$ cat src/source/cart_pkg.sv
// Shared widths, header offsets, size defaults and enums for the cartridge loader

package cart_pkg;

	// ========================================
	// Download stream
	// ========================================
	localparam int IO_ADDR_W = 25;
	localparam int IO_DATA_W = 16;

	localparam logic [7:0] CART_INDEX = 8'h00;
	localparam logic [7:0] CODE_INDEX = 8'hFF;

	// ========================================
	// ROM header
	// ========================================
	localparam int MASK_W      = 24;
	localparam int HEADER_SKIP = 512;

	// Size field per layout with the copier header included
	localparam logic [IO_ADDR_W-1:0] HDR_LO_OFS   = IO_ADDR_W'('h7FD6 + HEADER_SKIP);
	localparam logic [IO_ADDR_W-1:0] HDR_HI_OFS   = IO_ADDR_W'('hFFD6 + HEADER_SKIP);
	localparam logic [IO_ADDR_W-1:0] HDR_EXHI_OFS = IO_ADDR_W'('h40FFD6 + HEADER_SKIP);

	localparam logic [3:0] ROM_SIZE_DEFAULT = 4'd12;
	localparam int         SIZE_UNIT        = 1024;

	// ========================================
	// Backup RAM, work RAM, cheats
	// ========================================
	localparam int LBA_W       = 32;
	localparam int BLOCK_SHIFT = 9;
	localparam int FILL_ADDR_W = 17;
	localparam int CODE_W      = 128;

	typedef enum logic [2:0] {
		layout_auto,
		layout_no_header,
		layout_lorom,
		layout_hirom,
		layout_exhirom
	} rom_layout_e;

	// Power-on contents of work RAM
	typedef enum logic [1:0] {
		fill_9966,
		fill_00ff,
		fill_55,
		fill_ff
	} fill_pattern_e;

	typedef enum logic [1:0] {
		region_auto,
		region_ntsc,
		region_pal
	} region_sel_e;

	typedef enum logic [1:0] {
		bk_idle,
		bk_transfer,
		bk_wait_ack_low
	} bk_state_e;

endpackage

$ cat src/source/backup_ram_sequencer.sv
// Enables backup RAM, tracks unsaved writes and runs block-wise load and save over storage
`timescale 1ns/1ps

module backup_ram_sequencer (
	input  logic                          clk_sys,
	input  logic                          RESET,
	input  logic                          cart_dl,
	input  logic [cart_pkg::MASK_W-1:0]   ram_mask,
	input  logic                          img_mounted,
	input  logic                          img_readonly,
	input  logic                          img_size_nz,
	input  logic                          osd_open,
	input  logic                          autosave_en,
	input  logic                          bk_load_req,
	input  logic                          bk_save_req,
	input  logic                          bsram_we,
	input  logic                          sd_ack,
	output logic [cart_pkg::LBA_W-1:0]    sd_lba,
	output logic                          sd_rd,
	output logic                          sd_wr,
	output logic                          bk_busy,
	output logic                          bk_loading,
	output logic                          bk_pending
);

	cart_pkg::bk_state_e state;

	logic cart_dl_q;
	logic bk_ena;
	logic load_q;
	logic save_q;
	logic ack_q;

	logic load_now;
	logic save_now;
	logic start_load;
	logic start_save;
	logic [cart_pkg::LBA_W-1:0] last_lba;

	// Requests only count while backup RAM exists
	assign load_now = bk_load_req & bk_ena;
	assign save_now = (bk_save_req | (bk_pending & osd_open & autosave_en)) & bk_ena;

	// Image is always mounted by the end of a download, so load it then
	assign start_load = (load_now & ~load_q) | (cart_dl_q & ~cart_dl & img_size_nz & bk_ena);
	assign start_save = save_now & ~save_q;

	assign last_lba = cart_pkg::LBA_W'(ram_mask >> cart_pkg::BLOCK_SHIFT);
	assign bk_busy  = (state != cart_pkg::bk_idle);

	// ========================================
	// Enable and pending flag
	// ========================================
	always_ff @(posedge clk_sys) begin
		if (RESET) begin
			cart_dl_q  <= 1'b0;
			bk_ena     <= 1'b0;
			bk_pending <= 1'b0;
		end else begin
			cart_dl_q <= cart_dl;
			if (cart_dl && !cart_dl_q)
				bk_ena <= 1'b0;
			if (cart_dl && img_mounted && !img_readonly)
				bk_ena <= |ram_mask;

			if (bk_ena && !osd_open && bsram_we)
				bk_pending <= 1'b1;
			else if (bk_busy || !bk_ena)
				bk_pending <= 1'b0;
		end
	end

	// ========================================
	// Block transfer FSM
	// ========================================
	always_ff @(posedge clk_sys) begin
		if (RESET) begin
			state      <= cart_pkg::bk_idle;
			load_q     <= 1'b0;
			save_q     <= 1'b0;
			ack_q      <= 1'b0;
			sd_lba     <= '0;
			sd_rd      <= 1'b0;
			sd_wr      <= 1'b0;
			bk_loading <= 1'b0;
		end else begin
			load_q <= load_now;
			save_q <= save_now;
			ack_q  <= sd_ack;
			case (state)
				cart_pkg::bk_idle: begin
					// Load wins over a save in the same cycle
					if (start_load || start_save) begin
						state      <= cart_pkg::bk_transfer;
						sd_lba     <= '0;
						bk_loading <= start_load;
						sd_rd      <= start_load;
						sd_wr      <= !start_load;
					end
				end
				cart_pkg::bk_transfer: begin
					// Storage took the request
					if (sd_ack && !ack_q) begin
						sd_rd <= 1'b0;
						sd_wr <= 1'b0;
						state <= cart_pkg::bk_wait_ack_low;
					end
				end
				cart_pkg::bk_wait_ack_low: begin
					if (!sd_ack && ack_q) begin
						if (sd_lba >= last_lba) begin
							state      <= cart_pkg::bk_idle;
							bk_loading <= 1'b0;
						end else begin
							state  <= cart_pkg::bk_transfer;
							sd_lba <= sd_lba + 1'b1;
							sd_rd  <= bk_loading;
							sd_wr  <= !bk_loading;
						end
					end
				end
				default: state <= cart_pkg::bk_idle;
			endcase
		end
	end

	rd_wr_excl_a: assert property (@(posedge clk_sys) disable iff (RESET)
		!(sd_rd && sd_wr));

endmodule

$ cat src/source/cart_loader_top.sv
// Cartridge loader top: decodes the download index and connects the four loader engines
`timescale 1ns/1ps

module cart_loader_top (
	input  logic                             clk_sys,
	input  logic                             RESET,
	input  logic                             dl_active,
	input  logic [7:0]                       dl_index,
	input  logic                             dl_wr,
	input  logic [cart_pkg::IO_ADDR_W-1:0]   dl_addr,
	input  logic [cart_pkg::IO_DATA_W-1:0]   dl_data,
	input  cart_pkg::rom_layout_e            layout,
	input  cart_pkg::region_sel_e            region_sel,
	input  cart_pkg::fill_pattern_e          fill_pattern,
	input  logic                             img_mounted,
	input  logic                             img_readonly,
	input  logic                             img_size_nz,
	input  logic                             osd_open,
	input  logic                             autosave_en,
	input  logic                             bk_load_req,
	input  logic                             bk_save_req,
	input  logic                             bsram_we,
	input  logic                             sd_ack,
	output logic [7:0]                       rom_type,
	output logic [cart_pkg::MASK_W-1:0]      rom_mask,
	output logic [cart_pkg::MASK_W-1:0]      ram_mask,
	output logic                             pal,
	output logic [cart_pkg::CODE_W-1:0]      code,
	output logic                             code_valid,
	output logic                             fill_wr,
	output logic [cart_pkg::FILL_ADDR_W-1:0] fill_addr,
	output logic [7:0]                       fill_data,
	output logic [cart_pkg::LBA_W-1:0]       sd_lba,
	output logic                             sd_rd,
	output logic                             sd_wr,
	output logic                             bk_busy,
	output logic                             bk_loading,
	output logic                             bk_pending
);

	logic cart_dl;
	logic code_dl;

	// Index decoded once for all engines
	assign cart_dl = dl_active && (dl_index == cart_pkg::CART_INDEX);
	assign code_dl = dl_active && (dl_index == cart_pkg::CODE_INDEX);

	rom_header_probe probe_i (
		.clk_sys    (clk_sys),
		.RESET      (RESET),
		.cart_dl    (cart_dl),
		.dl_wr      (dl_wr),
		.dl_addr    (dl_addr),
		.dl_data    (dl_data),
		.layout     (layout),
		.region_sel (region_sel),
		.rom_type   (rom_type),
		.rom_mask   (rom_mask),
		.ram_mask   (ram_mask),
		.pal        (pal)
	);

	cheat_code_assembler cheat_i (
		.clk_sys    (clk_sys),
		.RESET      (RESET),
		.code_dl    (code_dl),
		.dl_wr      (dl_wr),
		.dl_addr    (dl_addr[3:0]),
		.dl_data    (dl_data),
		.code       (code),
		.code_valid (code_valid)
	);

	wram_clear_engine wram_i (
		.clk_sys      (clk_sys),
		.RESET        (RESET),
		.cart_dl      (cart_dl),
		.fill_pattern (fill_pattern),
		.fill_wr      (fill_wr),
		.fill_addr    (fill_addr),
		.fill_data    (fill_data)
	);

	// RAM mask from the header decides the block range
	backup_ram_sequencer bk_i (
		.clk_sys      (clk_sys),
		.RESET        (RESET),
		.cart_dl      (cart_dl),
		.ram_mask     (ram_mask),
		.img_mounted  (img_mounted),
		.img_readonly (img_readonly),
		.img_size_nz  (img_size_nz),
		.osd_open     (osd_open),
		.autosave_en  (autosave_en),
		.bk_load_req  (bk_load_req),
		.bk_save_req  (bk_save_req),
		.bsram_we     (bsram_we),
		.sd_ack       (sd_ack),
		.sd_lba       (sd_lba),
		.sd_rd        (sd_rd),
		.sd_wr        (sd_wr),
		.bk_busy      (bk_busy),
		.bk_loading   (bk_loading),
		.bk_pending   (bk_pending)
	);

endmodule

$ cat src/source/cheat_code_assembler.sv
// Collects eight cheat-code words into one 128-bit code and strobes it when complete
`timescale 1ns/1ps

module cheat_code_assembler (
	input  logic                           clk_sys,
	input  logic                           RESET,
	input  logic                           code_dl,
	input  logic                           dl_wr,
	input  logic [3:0]                     dl_addr,
	input  logic [cart_pkg::IO_DATA_W-1:0] dl_data,
	output logic [cart_pkg::CODE_W-1:0]    code,
	output logic                           code_valid
);

	// Flags 127:96, address 95:64, compare 63:32, replace 31:0
	always_ff @(posedge clk_sys) begin
		if (code_dl && dl_wr) begin
			case (dl_addr)
				4'd0:  code[111:96]  <= dl_data;
				4'd2:  code[127:112] <= dl_data;
				4'd4:  code[79:64]   <= dl_data;
				4'd6:  code[95:80]   <= dl_data;
				4'd8:  code[47:32]   <= dl_data;
				4'd10: code[63:48]   <= dl_data;
				4'd12: code[15:0]    <= dl_data;
				4'd14: code[31:16]   <= dl_data;
				default: ;
			endcase
		end
	end

	// Last word of the record
	always_ff @(posedge clk_sys) begin
		if (RESET)
			code_valid <= 1'b0;
		else
			code_valid <= code_dl && dl_wr && (dl_addr == 4'd14);
	end

	valid_pulse_a: assert property (@(posedge clk_sys) disable iff (RESET)
		code_valid |=> !code_valid);

endmodule

$ cat src/source/rom_header_probe.sv
// Watches cartridge download words and registers mapper type, ROM/RAM masks and video region
`timescale 1ns/1ps

module rom_header_probe (
	input  logic                               clk_sys,
	input  logic                               RESET,
	input  logic                               cart_dl,
	input  logic                               dl_wr,
	input  logic [cart_pkg::IO_ADDR_W-1:0]     dl_addr,
	input  logic [cart_pkg::IO_DATA_W-1:0]     dl_data,
	input  cart_pkg::rom_layout_e              layout,
	input  cart_pkg::region_sel_e              region_sel,
	output logic [7:0]                         rom_type,
	output logic [cart_pkg::MASK_W-1:0]        rom_mask,
	output logic [cart_pkg::MASK_W-1:0]        ram_mask,
	output logic                               pal
);

	logic [3:0] rom_code;
	logic [3:0] ram_code;
	logic [3:0] rom_code_nxt;
	logic [3:0] ram_code_nxt;
	logic       hdr_region;
	logic       fixed_layout;
	logic [cart_pkg::IO_ADDR_W-1:0] size_ofs;

	// 1 KB shifted by the size code
	function automatic logic [cart_pkg::MASK_W-1:0] size_to_mask(input logic [3:0] size_code);
		size_to_mask = (cart_pkg::MASK_W'(cart_pkg::SIZE_UNIT) << size_code)
			- cart_pkg::MASK_W'(1);
	endfunction

	// Where the size field lives for a forced layout
	always_comb begin
		fixed_layout = 1'b1;
		case (layout)
			cart_pkg::layout_lorom:   size_ofs = cart_pkg::HDR_LO_OFS;
			cart_pkg::layout_hirom:   size_ofs = cart_pkg::HDR_HI_OFS;
			cart_pkg::layout_exhirom: size_ofs = cart_pkg::HDR_EXHI_OFS;
			default: begin
				fixed_layout = 1'b0;
				size_ofs     = '0;
			end
		endcase
	end

	// Size codes after this word, so the masks track the deciding write directly
	always_comb begin
		rom_code_nxt = rom_code;
		ram_code_nxt = ram_code;
		if (dl_addr == '0) begin
			rom_code_nxt = cart_pkg::ROM_SIZE_DEFAULT;
			ram_code_nxt = 4'h0;
			// Auto layout carries both codes in the first byte
			if (layout == cart_pkg::layout_auto && dl_data[7:0] != 8'h00) begin
				rom_code_nxt = dl_data[3:0];
				ram_code_nxt = dl_data[7:4];
			end
		end
		if (fixed_layout) begin
			if (dl_addr == size_ofs)
				rom_code_nxt = dl_data[11:8];
			if (dl_addr == size_ofs + cart_pkg::IO_ADDR_W'(2))
				ram_code_nxt = dl_data[3:0];
		end
	end

	always_ff @(posedge clk_sys) begin
		if (RESET) begin
			rom_code   <= cart_pkg::ROM_SIZE_DEFAULT;
			ram_code   <= 4'h0;
			rom_type   <= 8'h00;
			rom_mask   <= '0;
			ram_mask   <= '0;
			hdr_region <= 1'b0;
			pal        <= 1'b0;
		end else if (cart_dl) begin
			if (dl_wr) begin
				rom_code <= rom_code_nxt;
				ram_code <= ram_code_nxt;
				rom_mask <= size_to_mask(rom_code_nxt);
				ram_mask <= (ram_code_nxt != 4'h0) ? size_to_mask(ram_code_nxt) : '0;
				if (dl_addr == '0) begin
					case (layout)
						cart_pkg::layout_no_header: rom_type <= 8'd0;
						cart_pkg::layout_lorom:     rom_type <= 8'd0;
						cart_pkg::layout_hirom:     rom_type <= 8'd1;
						cart_pkg::layout_exhirom:   rom_type <= 8'd2;
						default:                    rom_type <= dl_data[15:8];
					endcase
				end
				if (dl_addr == cart_pkg::IO_ADDR_W'(2))
					hdr_region <= dl_data[8];
			end
		end else begin
			// Forced region overrides the header
			if (region_sel == cart_pkg::region_auto)
				pal <= hdr_region;
			else
				pal <= (region_sel == cart_pkg::region_pal);
		end
	end

	// Mapper masks are frozen outside a cartridge download
	mask_stable_a: assert property (@(posedge clk_sys) disable iff (RESET)
		!$stable({rom_mask, ram_mask}) |-> $past(cart_dl));

endmodule

$ cat src/source/wram_clear_engine.sv
// Sweeps every work-RAM address with the power-on pattern when a cartridge download starts
`timescale 1ns/1ps

module wram_clear_engine (
	input  logic                             clk_sys,
	input  logic                             RESET,
	input  logic                             cart_dl,
	input  cart_pkg::fill_pattern_e          fill_pattern,
	output logic                             fill_wr,
	output logic [cart_pkg::FILL_ADDR_W-1:0] fill_addr,
	output logic [7:0]                       fill_data
);

	logic cart_dl_q;

	always_ff @(posedge clk_sys) begin
		if (RESET) begin
			cart_dl_q <= 1'b0;
			fill_wr   <= 1'b0;
			fill_addr <= '0;
		end else begin
			cart_dl_q <= cart_dl;
			if (cart_dl && !cart_dl_q) begin
				fill_wr   <= 1'b1;
				fill_addr <= '0;
			end else if (fill_wr) begin
				// Wraps back to zero after the last address
				fill_addr <= fill_addr + 1'b1;
				if (&fill_addr)
					fill_wr <= 1'b0;
			end else begin
				fill_addr <= '0;
			end
		end
	end

	// ========================================
	// Pattern generator
	// ========================================
	always_comb begin
		case (fill_pattern)
			cart_pkg::fill_9966: fill_data = (fill_addr[8] ^ fill_addr[2]) ? 8'h66 : 8'h99;
			cart_pkg::fill_00ff: fill_data = (fill_addr[9] ^ fill_addr[0]) ? 8'hFF : 8'h00;
			cart_pkg::fill_55:   fill_data = 8'h55;
			default:             fill_data = 8'hFF;
		endcase
	end

	idle_addr_a: assert property (@(posedge clk_sys) disable iff (RESET)
		!fill_wr |-> (fill_addr == '0));

endmodule

$ cat config.mk
export PLATFORM = sky130hd
export DESIGN_NAME = cart_loader_top
export DESIGN_NICKNAME = d
export VERILOG_FILES = /design/src/source/cart_pkg.sv /design/src/source/backup_ram_sequencer.sv /design/src/source/cart_loader_top.sv /design/src/source/cheat_code_assembler.sv /design/src/source/rom_header_probe.sv /design/src/source/wram_clear_engine.sv
export SDC_FILE = /design/constraint.sdc
export NUM_CORES = 1
export LEC_CHECK = 0
export BUFFER_PORTS_ARGS = -buffer_cell sky130_fd_sc_hd__buf_2
export CELL_PAD_IN_SITES_DETAIL_PLACEMENT = 0
export CELL_PAD_IN_SITES_GLOBAL_PLACEMENT = 1
export CORE_ASPECT_RATIO = 1.2
export CORE_UTILIZATION = 35
export DETAILED_ROUTE_END_ITERATION = 8
export PLACE_DENSITY = 0.77
export SLEW_MARGIN = 20
export SYNTH_ARGS = -nofsm -noshare
export SYNTH_HDL_FRONTEND = slang
export SYNTH_HIERARCHICAL = 1
export SYNTH_SLANG_ARGS = --single-unit
$ cat constraint.sdc
create_clock -name clk_sys -period 3.12 [get_ports clk_sys]
set_input_delay 0.156 -clock clk_sys [delete_from_list [all_inputs] [get_ports clk_sys]]
set_output_delay 0.156 -clock clk_sys [all_outputs]
set_load 0.05 [all_outputs]
==> impl_metrics.env, run 1 <==
export IMPL_status="finished, final reports clean"
export IMPL_areaGrowthSynthToFinish_pct=33.2
export IMPL_routedWlPerCell_um=17.6
export IMPL_synth_top_area_frac=0.367
export IMPL_synth_fp_nets=1037
export IMPL_hold_violations=0
export IMPL_synth_area_um2=10500
export IMPL_async_reset_ff_frac=0
export IMPL_holdWs_ns=0.0258
export IMPL_ant_nets=0
export IMPL_place_area_um2=12900
export IMPL_ys_dominant_reg_cell="edfxtp_1"
export IMPL_layout_commonest_cell="buf_2"
export IMPL_start_kind="primary input"
export IMPL_dp_hpwl_um=22700
export IMPL_synth_seq_cells=239
export IMPL_layout_drive_gt1_share=0.370
export IMPL_relSlewSlack=0.315
export IMPL_setup_tns_final_ns=0
export IMPL_routed_wl_um=30400
export IMPL_worstPathMaxFanout=9
export IMPL_hp_class="primary input to register"
export IMPL_grt_overflow_total=0
export IMPL_netlist_instances=944
export IMPL_ir_worst_vdd_uv=350
export IMPL_worst_slew_pin_slew_ns=1.02
export IMPL_preCtsSetupSlack_ns=-0.409
export IMPL_rsz0062_at_grt="yes"
export IMPL_p_leak_nw=5.65
export IMPL_drt_iter0_markers=583
export IMPL_cp_arrival_ns=3.41
export IMPL_dr_max_layer_used="met5"
export IMPL_syn_avg_cell_area_um2=11.1
export IMPL_path_clk_slew_ns=0.06
export IMPL_core_um2=29500
export IMPL_met2_length_um=15200
export IMPL_met3_length_um=1540
export IMPL_grt_max_degree=53
export IMPL_yosysTopAreaCell="edfxtp_1"
export IMPL_pin_count=318
export IMPL_num_vias=8756
export IMPL_dr_pass1_iters=5
export IMPL_ys_types=80
export IMPL_die_w_um=160
export IMPL_final_min_clock_period_ns=2.97
export IMPL_viasPerCell=5.06
export IMPL_clock_path_buffers=3
export IMPL_gp_congestion=0.814
export IMPL_antenna_found_initial=3
export IMPL_maxCapViolations=0
export IMPL_path_class="primary input to register"
export IMPL_cp_cell_sequence="buf_2 > nor4_4 > buf_4 > or4b_1 > a2111o_1 > a211oi_4 > buf_4 > mux2_4 > or3_4 > ha_4 > buf_4 > and4_1 > o31ai_1"
export IMPL_finalSetupViolations=0
export IMPL_synth_edff_count=128
export IMPL_p_per_area_nw_per_um2=507
export IMPL_seq_area_frac_synth=0.579
export IMPL_clkLatencyLatePin_ns=0.52
export IMPL_dp_cells=1667
export IMPL_fin_nets=1413
export IMPL_final_util=0.472
export IMPL_root_buffer="clkbuf_16"
export IMPL_period_share=0.953
export IMPL_route_detailed_drc=0
export IMPL_track_usage=0.191
export IMPL_slowest_stage="a2111o_1"
export IMPL_cts_tree="built"
export IMPL_skew_ns=0.0134
export IMPL_crit_path_end_kind="register"
export IMPL_die_area_um2=30600
export IMPL_port_buffers=317
export IMPL_fp_dieH_um=192
export IMPL_cts_sinks=239
export IMPL_cts_made_buffers=25
export IMPL_synth_warnings=6
export IMPL_critical_path_max_stage_delay_ns=0.46
export IMPL_initial_core_util=0.355
export IMPL_design_area_um2=13900
export IMPL_fmax_ghz=0.336
export IMPL_ys_top_cells_by_area="edfxtp_1, dfxtp_1, nor2_1, a21oi_1, ha_1"
export IMPL_wl_met1_um=13000
export IMPL_slew_violations=0
export IMPL_grt_pass1_vias=8013
export IMPL_worst_ep_required_time_ns=3.55
export IMPL_grt_pass1_wl_um=45700
export IMPL_crit_top_cell="buf_4"
export IMPL_final_cell_mix="buf_2, edfxtp_1, dfxtp_1, nor2_1, buf_4"
export IMPL_power_mw=7.07
export IMPL_ctsHtreeMaxLevel=1
export IMPL_finalWorstSetupSlack_ns=0.145
export IMPL_finalNonFillerCells=1731
export IMPL_rows=69
## cell type report
type	instances	area, um^2
Antenna cell	2	5.00
Clock buffer	27	633
Clock inverter	19	248
Fill cell	2788	15600
Inverter	43	161
Multi-Input combinational cell	600	3990
Sequential cell	239	6070
Tap cell	390	488
Timing Repair Buffer	411	2350
## routing by layer
metal,up-vias,track usage
met4,2,0.0553
met3,47,0.0250
met2,286,0.342
li1,4254,-
met5,-,0
met1,4167,0.240
## power by group
part	switching, mW	leakage [nW]	internal (mW)
Combinational	0.404	3.20	0.173
Sequential	0.0118	2.04	3.33
Clock	1.26	0.409	1.90
## Yosys cell counts (4+ instances only)
cell type  count
nor2_1        86
a311oi_1      10
nand2b_1       9
nand4_1       18
mux2_2         6
a21o_1         4
nor4_1        22
o211ai_1       5
and3_1         7
nand3b_1       8
ha_1          24
or4_1         14
a211oi_1       9
xor2_1         4
inv_1         42
edfxtp_1     128
nor2b_1       10
nand2_1       64
clkbuf_1      25
and4_1         5
buf_6          5
or3_1         10
or2_2          4
o21ai_0       24
o31ai_1       21
a31oi_1       11
and2_1        24
buf_4         24
a31o_2         5
buf_2          5
mux2i_1       19
nor3_1        16
nand3_1       29
a21oi_1       61
nor3b_1        5
dfxtp_1      111
## worst max-delay path: cells and delay by family
kind                       cells  cell delay (ns)
AOI/OAI and AO/OA              3             0.91
adders and majority gates      1             0.20
muxes                          1             0.31
buffers and inverters          4             0.65
and+or+nand+nor                4             1.19
## kinds of logic after synthesis
group	Yosys count	share of synthesized area
buffers and inverters	105	0.0506
AOI/OAI and AO/OA	189	0.124
xor gates and xnor gates	7	0.00585
muxes	26	0.0259
adders and majority gates	24	0.0287
DFF	239	0.579
and+or+nand+nor	354	0.186
## sequential cells by signal (all words and copies together) (netlist names), 2 cells and up
| name | flops |
|---|---|
| bk_i/sd_lba | 32 |
| probe_i/ram_code | 4 |
| probe_i/ram_mask | 15 |
| probe_i/rom_type | 8 |
| wram_i/fill_addr | 17 |
| probe_i/rom_mask | 15 |
| bk_i/state | 2 |
| probe_i/rom_code | 4 |
| cheat_i/code | 128 |
## worst paths after layout
| path | start | slack [ns] | cells past startpoint | endpoint |
|---|---|---|---|---|
| max | dl_addr[8] | 0.15 | 13 | probe_i/rom_mask[18]$_SDFFE_PP0P_ |
| min | dl_wr | 0.03 | 3 | cheat_i/code_valid$_SDFF_PP0_ |
| min reg2reg | probe_i/rom_type[7]$_SDFFE_PP0P_ | 0.45 | 2 | probe_i/rom_type[7]$_SDFFE_PP0P_ |
| max reg2reg | bk_i/sd_lba[0]$_SDFFE_PP0P_ | 0.42 | 8 | bk_i/sd_lba[5]$_SDFFE_PP0P_ |
## timing repair
| item | in CTS | in global routing |
|---|---|---|
| gates resized for setup | 0 | 1 |
| hold buffers | 15 | 0 |
| hold endpoints to repair | 53 | 0 |
| setup buffers | 0 | 1 |
| setup endpoints to repair | 0 | 4 |
(Power assumes the default switching activity.)
==> run 2: changes to the inputs <==
- CORE_UTILIZATION: 35 -> 30
- MAX_ROUTING_LAYER: default -> met4
- PLACE_DENSITY: 0.77 -> default
- PLACE_DENSITY_LB_ADDON: default -> 0.1
==> impl_metrics.env, run 2 (synthesis results as in run 1) <==
export IMPL_grt_max_degree=61
export IMPL_r2r_start="bk_i/sd_lba[0]$_SDFFE_PP0P_"
export IMPL_layout_commonest_cell="buf_2"
export IMPL_p_sw_mw=1.71
export IMPL_clkLatencyLatePin_ns=0.54
export IMPL_start_kind="primary input"
export IMPL_fillers=3407
export IMPL_rsz0062_at_grt="yes"
export IMPL_drt_iter0_markers=501
export IMPL_route_detailed_drc=0
export IMPL_setup_tns_final_ns=0
export IMPL_hold_violations=0
export IMPL_hold_depth=1
export IMPL_fp_dieH_um=207
export IMPL_track_usage=0.188
export IMPL_port_buffers=317
export IMPL_core_um2=34200
export IMPL_layout_drive_gt1_share=0.374
export IMPL_critical_path_max_stage_delay_ns=0.47
export IMPL_p_comb_frac=0.082
export IMPL_routedWlPerCell_um=18.4
export IMPL_cts_setup_buffers=0
export IMPL_die_area_um2=35700
export IMPL_pin_count=318
export IMPL_dr_pass1_iters=5
export IMPL_worst_ep_required_time_ns=3.51
export IMPL_register_area_um2=6070
export IMPL_crit_path_end_kind="register"
export IMPL_ctsHtreeMaxLevel=1
export IMPL_areaGrowthSynthToFinish_pct=36.0
export IMPL_top_register="cheat_i/code"
export IMPL_power_internal_mw=5.51
export IMPL_path_buf_inv=4
export IMPL_largest_reg_flops=128
export IMPL_maxCapViolations=0
export IMPL_finalSetupViolations=0
export IMPL_hp_class="primary input to register"
export IMPL_holdPathEnd="cheat_i/code[58]$_DFFE_PP_"
export IMPL_relSlewSlack=0.523
export IMPL_slowest_stage="or4b_1"
export IMPL_routed_wl_um=33400
export IMPL_worstPathMaxFanout=10
export IMPL_ir_worst_vdd_uv=408
export IMPL_fin_nets=1436
export IMPL_fmax_ghz=0.338
export IMPL_clock_path_buffers=3
export IMPL_final_min_clock_period_ns=2.96
export IMPL_p_leak_nw=5.78
export IMPL_initial_core_util=0.307
export IMPL_dp_hpwl_um=24900
export IMPL_die_w_um=173
export IMPL_rows=74
export IMPL_cts_made_buffers=27
export IMPL_p_sw_frac=0.237
export IMPL_r2r_cells=8
export IMPL_path_clk_slew_ns=0.06
export IMPL_grt_pass1_vias=8292
export IMPL_dp_cells=1749
export IMPL_largestRegisters="cheat_i/code x128, bk_i/sd_lba x32, wram_i/fill_addr x17"
export IMPL_root_buffer="clkbuf_16"
export IMPL_cp_arrival_ns=3.35
export IMPL_worst_slew_pin_slew_ns=0.715
export IMPL_grt_pass1_wl_um=50300
export IMPL_ant_nets=0
export IMPL_skew_ns=0.00743
export IMPL_power_mw=7.22
export IMPL_status="finished, final reports clean"
export IMPL_grt_overflow_total=0
export IMPL_antenna_found_initial=2
export IMPL_multi_input_area_um2=4000
export IMPL_period_share=0.949
export IMPL_hold_path_startpoint="dl_data[10]"
export IMPL_path_class="primary input to register"
export IMPL_cp_cell_sequence="buf_2 > nor4_4 > or4b_1 > a2111o_1 > buf_4 > a211oi_4 > buf_12 > mux2_2 > and3_4 > inv_2 > ha_4 > nor2_4 > a221oi_1 > nor3_1"
export IMPL_viasPerCell=4.79
export IMPL_path_delay_family="simple AND/OR/NAND/NOR gates"
export IMPL_seq_power_share=0.462
export IMPL_clockPowerShare=0.456
export IMPL_p_per_area_nw_per_um2=507
export IMPL_finalNonFillerCells=1820
export IMPL_cts_tree="built"
export IMPL_holdWs_ns=0.0252
export IMPL_reg2reg_to="bk_i/sd_lba[9]$_SDFFE_PP0P_"
export IMPL_cts_sinks=239
export IMPL_num_vias=8712
export IMPL_gp_congestion=0.777
export IMPL_reg2reg_slack_ns=0.42
export IMPL_slew_violations=0
export IMPL_final_cell_mix="buf_2, edfxtp_1, dfxtp_1, buf_4, nor2_1"
## run 2: changes by cell type in the layout (fill, tap and decap cells not counted), sizes merged
| cell | change |
|---|---|
| clkinvlp | -2 |
| buf | +15 |
| clkbuf | +3 |
| clkinv | +2 |
| dlygate4sd3 | +6 |
| inv | -1 |
## run 2: repair_timing
action,CTS,global route
setup endpoints to repair,0,3
gates resized for setup,0,1
hold endpoints to repair,83,0
hold buffers,21,0
## run 2: area by class of cell
class	instances	share of cell area
well taps	456	0.0401
multi-input cells	600	0.281
flip-flops and latches	239	0.426
clock inverters	18	0.0160
repair buffers	432	0.177
clock buffers	30	0.0482
diodes	2	0.000351
inverters	43	0.0113
## run 2: per-stage QoR
stage / setup WS [ns] / util / cell area (um^2)
5_1_grt: -0.0283 / 0.417 / 14200
6_report: 0.159 / 0.417 / 14200
2_1_floorplan: -0.0594 / - / 10600
3_3_place_gp: -0.342 / 0.384 / 13100
4_1_cts: 0.0824 / 0.417 / 14200
3_5_place_dp: -0.392 / 0.384 / 13100
## run 2: worst max path at each step
stage,cells after the start,end,slack (ns),start
floorplan,13,probe_i/ram_mask[16]$_SDFFE_PP0P_,-0.06,dl_addr[4]
global placement,14,probe_i/ram_mask[18]$_SDFFE_PP0P_,-0.34,dl_addr[4]
detailed placement,13,probe_i/ram_mask[16]$_SDFFE_PP0P_,-0.39,dl_addr[4]
CTS,11,probe_i/rom_mask[22]$_SDFFE_PP0P_,0.08,dl_data[5]
global route,14,probe_i/ram_mask[18]$_SDFFE_PP0P_,-0.03,dl_addr[4]
finish,14,probe_i/ram_mask[18]$_SDFFE_PP0P_,0.16,dl_addr[4]
## run 2: metal layers
metal  part of all wire  GRT usage  vias up
met3              0.051     0.0308       40
met5                  0          -        -
met4              0.019     0.0510        0
met1               0.44      0.230     4140
met2               0.49      0.320      248
li1                   -          -     4284
## run 2: power groups by stage
stage / Combinational [mW] / Sequential, mW / Clock, mW
2_1_floorplan: 0.325 / 3.44 / 0
3_3_place_gp: 0.576 / 3.41 / 0
3_5_place_dp: 0.578 / 3.41 / 0
4_1_cts: 0.600 / 3.34 / 3.38
5_1_grt: 0.657 / 3.34 / 3.50
6_report: 0.592 / 3.34 / 3.29
==> run 3: changes to the inputs <==
- PLACE_DENSITY_LB_ADDON: 0.1 -> 0.3
==> impl_metrics.env, run 3 (synthesis results as in run 1) <==
export IMPL_ctsHtreeMaxLevel=1
export IMPL_grt_pass1_wl_um=47600
export IMPL_reg2reg_slack_ns=0.41
export IMPL_cts_resized=0
export IMPL_crit_path_end_kind="register"
export IMPL_grt_pass1_vias=8122
export IMPL_dr_pass1_iters=5
export IMPL_maxCapViolations=0
export IMPL_routedWlPerCell_um=17.8
export IMPL_cts_sinks=239
export IMPL_die_area_um2=35700
export IMPL_relSlewSlack=0.487
export IMPL_track_usage=0.177
export IMPL_p_leak_nw=5.73
export IMPL_die_w_um=173
export IMPL_ir_worst_vdd_uv=282
export IMPL_port_buffers=317
export IMPL_fin_nets=1428
export IMPL_layout_commonest_cell="buf_2"
export IMPL_largest_reg_flops=128
export IMPL_finalSetupViolations=0
export IMPL_p_per_area_nw_per_um2=504
export IMPL_gp_congestion=0.821
export IMPL_status="finished, final reports clean"
export IMPL_final_min_clock_period_ns=2.94
export IMPL_cp_arrival_ns=3.38
export IMPL_period_share=0.944
export IMPL_ant_nets=0
export IMPL_clock_path_buffers=3
export IMPL_final_cell_mix="buf_2, edfxtp_1, dfxtp_1, buf_4, nor2_1"
export IMPL_cts_tree="built"
export IMPL_fp_dieH_um=207
export IMPL_fmax_ghz=0.340
export IMPL_clkLatencyLatePin_ns=0.54
export IMPL_root_buffer="clkbuf_16"
export IMPL_core_um2=34200
export IMPL_rows=74
export IMPL_final_util=0.414
export IMPL_rsz0062_at_grt="no"
export IMPL_hp_class="primary input to register"
export IMPL_antenna_found_initial=2
export IMPL_hold_violations=0
export IMPL_place_area_um2=13000
export IMPL_layout_drive_gt1_share=0.371
export IMPL_largestRegisters="cheat_i/code x128, bk_i/sd_lba x32, wram_i/fill_addr x17"
export IMPL_skew_ns=0.0189
export IMPL_worst_slew_pin_slew_ns=0.763
export IMPL_finalNonFillerCells=1812
export IMPL_worstPathMaxFanout=11
export IMPL_design_area_um2=14100
export IMPL_slew_violations=0
export IMPL_dp_cells=1743
export IMPL_start_kind="primary input"
export IMPL_path_class="primary input to register"
export IMPL_cts_made_buffers=25
export IMPL_areaGrowthSynthToFinish_pct=34.9
export IMPL_path_clk_slew_ns=0.06
export IMPL_preCtsSetupSlack_ns=-0.324
export IMPL_worst_ep_required_time_ns=3.55
export IMPL_route_detailed_drc=0
export IMPL_viasPerCell=4.80
export IMPL_grt_max_degree=36
export IMPL_pin_count=318
export IMPL_drt_iter0_markers=628
export IMPL_grt_overflow_total=0
export IMPL_dp_hpwl_um=24300
export IMPL_top_register="cheat_i/code"
export IMPL_num_vias=8694
export IMPL_initial_core_util=0.307
export IMPL_routed_wl_um=32300
export IMPL_finalWorstSetupSlack_ns=0.175
## run 3: cell count changes in the layout (fill, tap and decap cells not counted), sizes merged
cell      before  now
buf          411  405
clkbuf        30   28
clkinv         7    6
clkinvlp       5    6
## run 3: critical path, cell delays in order
cell	delay [ns]
buf_2	0.12
nor4_4	0.39
or4b_1	0.47
a2111o_1	0.50
a211oi_4	0.30
buf_4	0.21
mux2i_4	0.26
and3_4	0.23
inv_2	0.05
ha_4	0.20
nor3_4	0.13
nand2_1	0.07
a311oi_1	0.28
## run 3: worst paths after layout
check / startpoint / end / cells past startpoint
worst min-delay path: dl_data[11] / probe_i/rom_type[3]$_SDFFE_PP0P_ / 3
worst max register to register: bk_i/sd_lba[0]$_SDFFE_PP0P_ / bk_i/sd_lba[7]$_SDFFE_PP0P_ / 8
worst max-delay path: dl_addr[4] / probe_i/ram_mask[14]$_SDFFE_PP0P_ / 13
worst min register to register: probe_i/rom_type[3]$_SDFFE_PP0P_ / probe_i/rom_type[3]$_SDFFE_PP0P_ / 2
## run 3: cell type report
| class | instances | area [um^2] |
|---|---|---|
| antenna | 2 | 5.00 |
| clock buffer | 28 | 637 |
| clock inverter | 18 | 243 |
| fill | 3389 | 20000 |
| inverter | 43 | 161 |
| multi-input combinational | 600 | 3990 |
| sequential | 239 | 6070 |
| tap | 456 | 571 |
| timing repair buffer | 426 | 2460 |
## run 3: metal layers
metal / up-vias / track usage / wire length, um
li1: 4281 / - / -
met1: 4129 / 0.213 / 14100
met2: 244 / 0.308 / 16000
met3: 40 / 0.0271 / 1620
met4: 0 / 0.0520 / 708
met5: - / - / 0
## run 3: power by group
part	switching (mW)	leakage, nW	internal (mW)	total, mW
Clock	1.29	0.412	1.90	3.19
Sequential	0.0124	2.04	3.33	3.34
Combinational	0.410	3.27	0.185	0.595
Total	1.71	5.73	5.41	7.13
## run 3: through the flow
stage / setup TNS, ns / hold WS (ns) / power (mW)
after floorplan: -0.206 / 0.225 / 3.77
after global placement: -3.00 / 0.397 / 3.98
after detailed placement: -3.24 / 0.400 / 3.98
after CTS: 0 / 0.000536 / 7.21
after global routing: 0 / 0.0160 / 7.34
final: 0 / 0.0218 / 7.13
## run 3: repair_timing
item / CTS / global route
hold endpoints to repair: 71 / 0
endpoints found under the setup margin: 0 / 0
buffers inserted: 0 / 0
hold buffers: 21 / 0
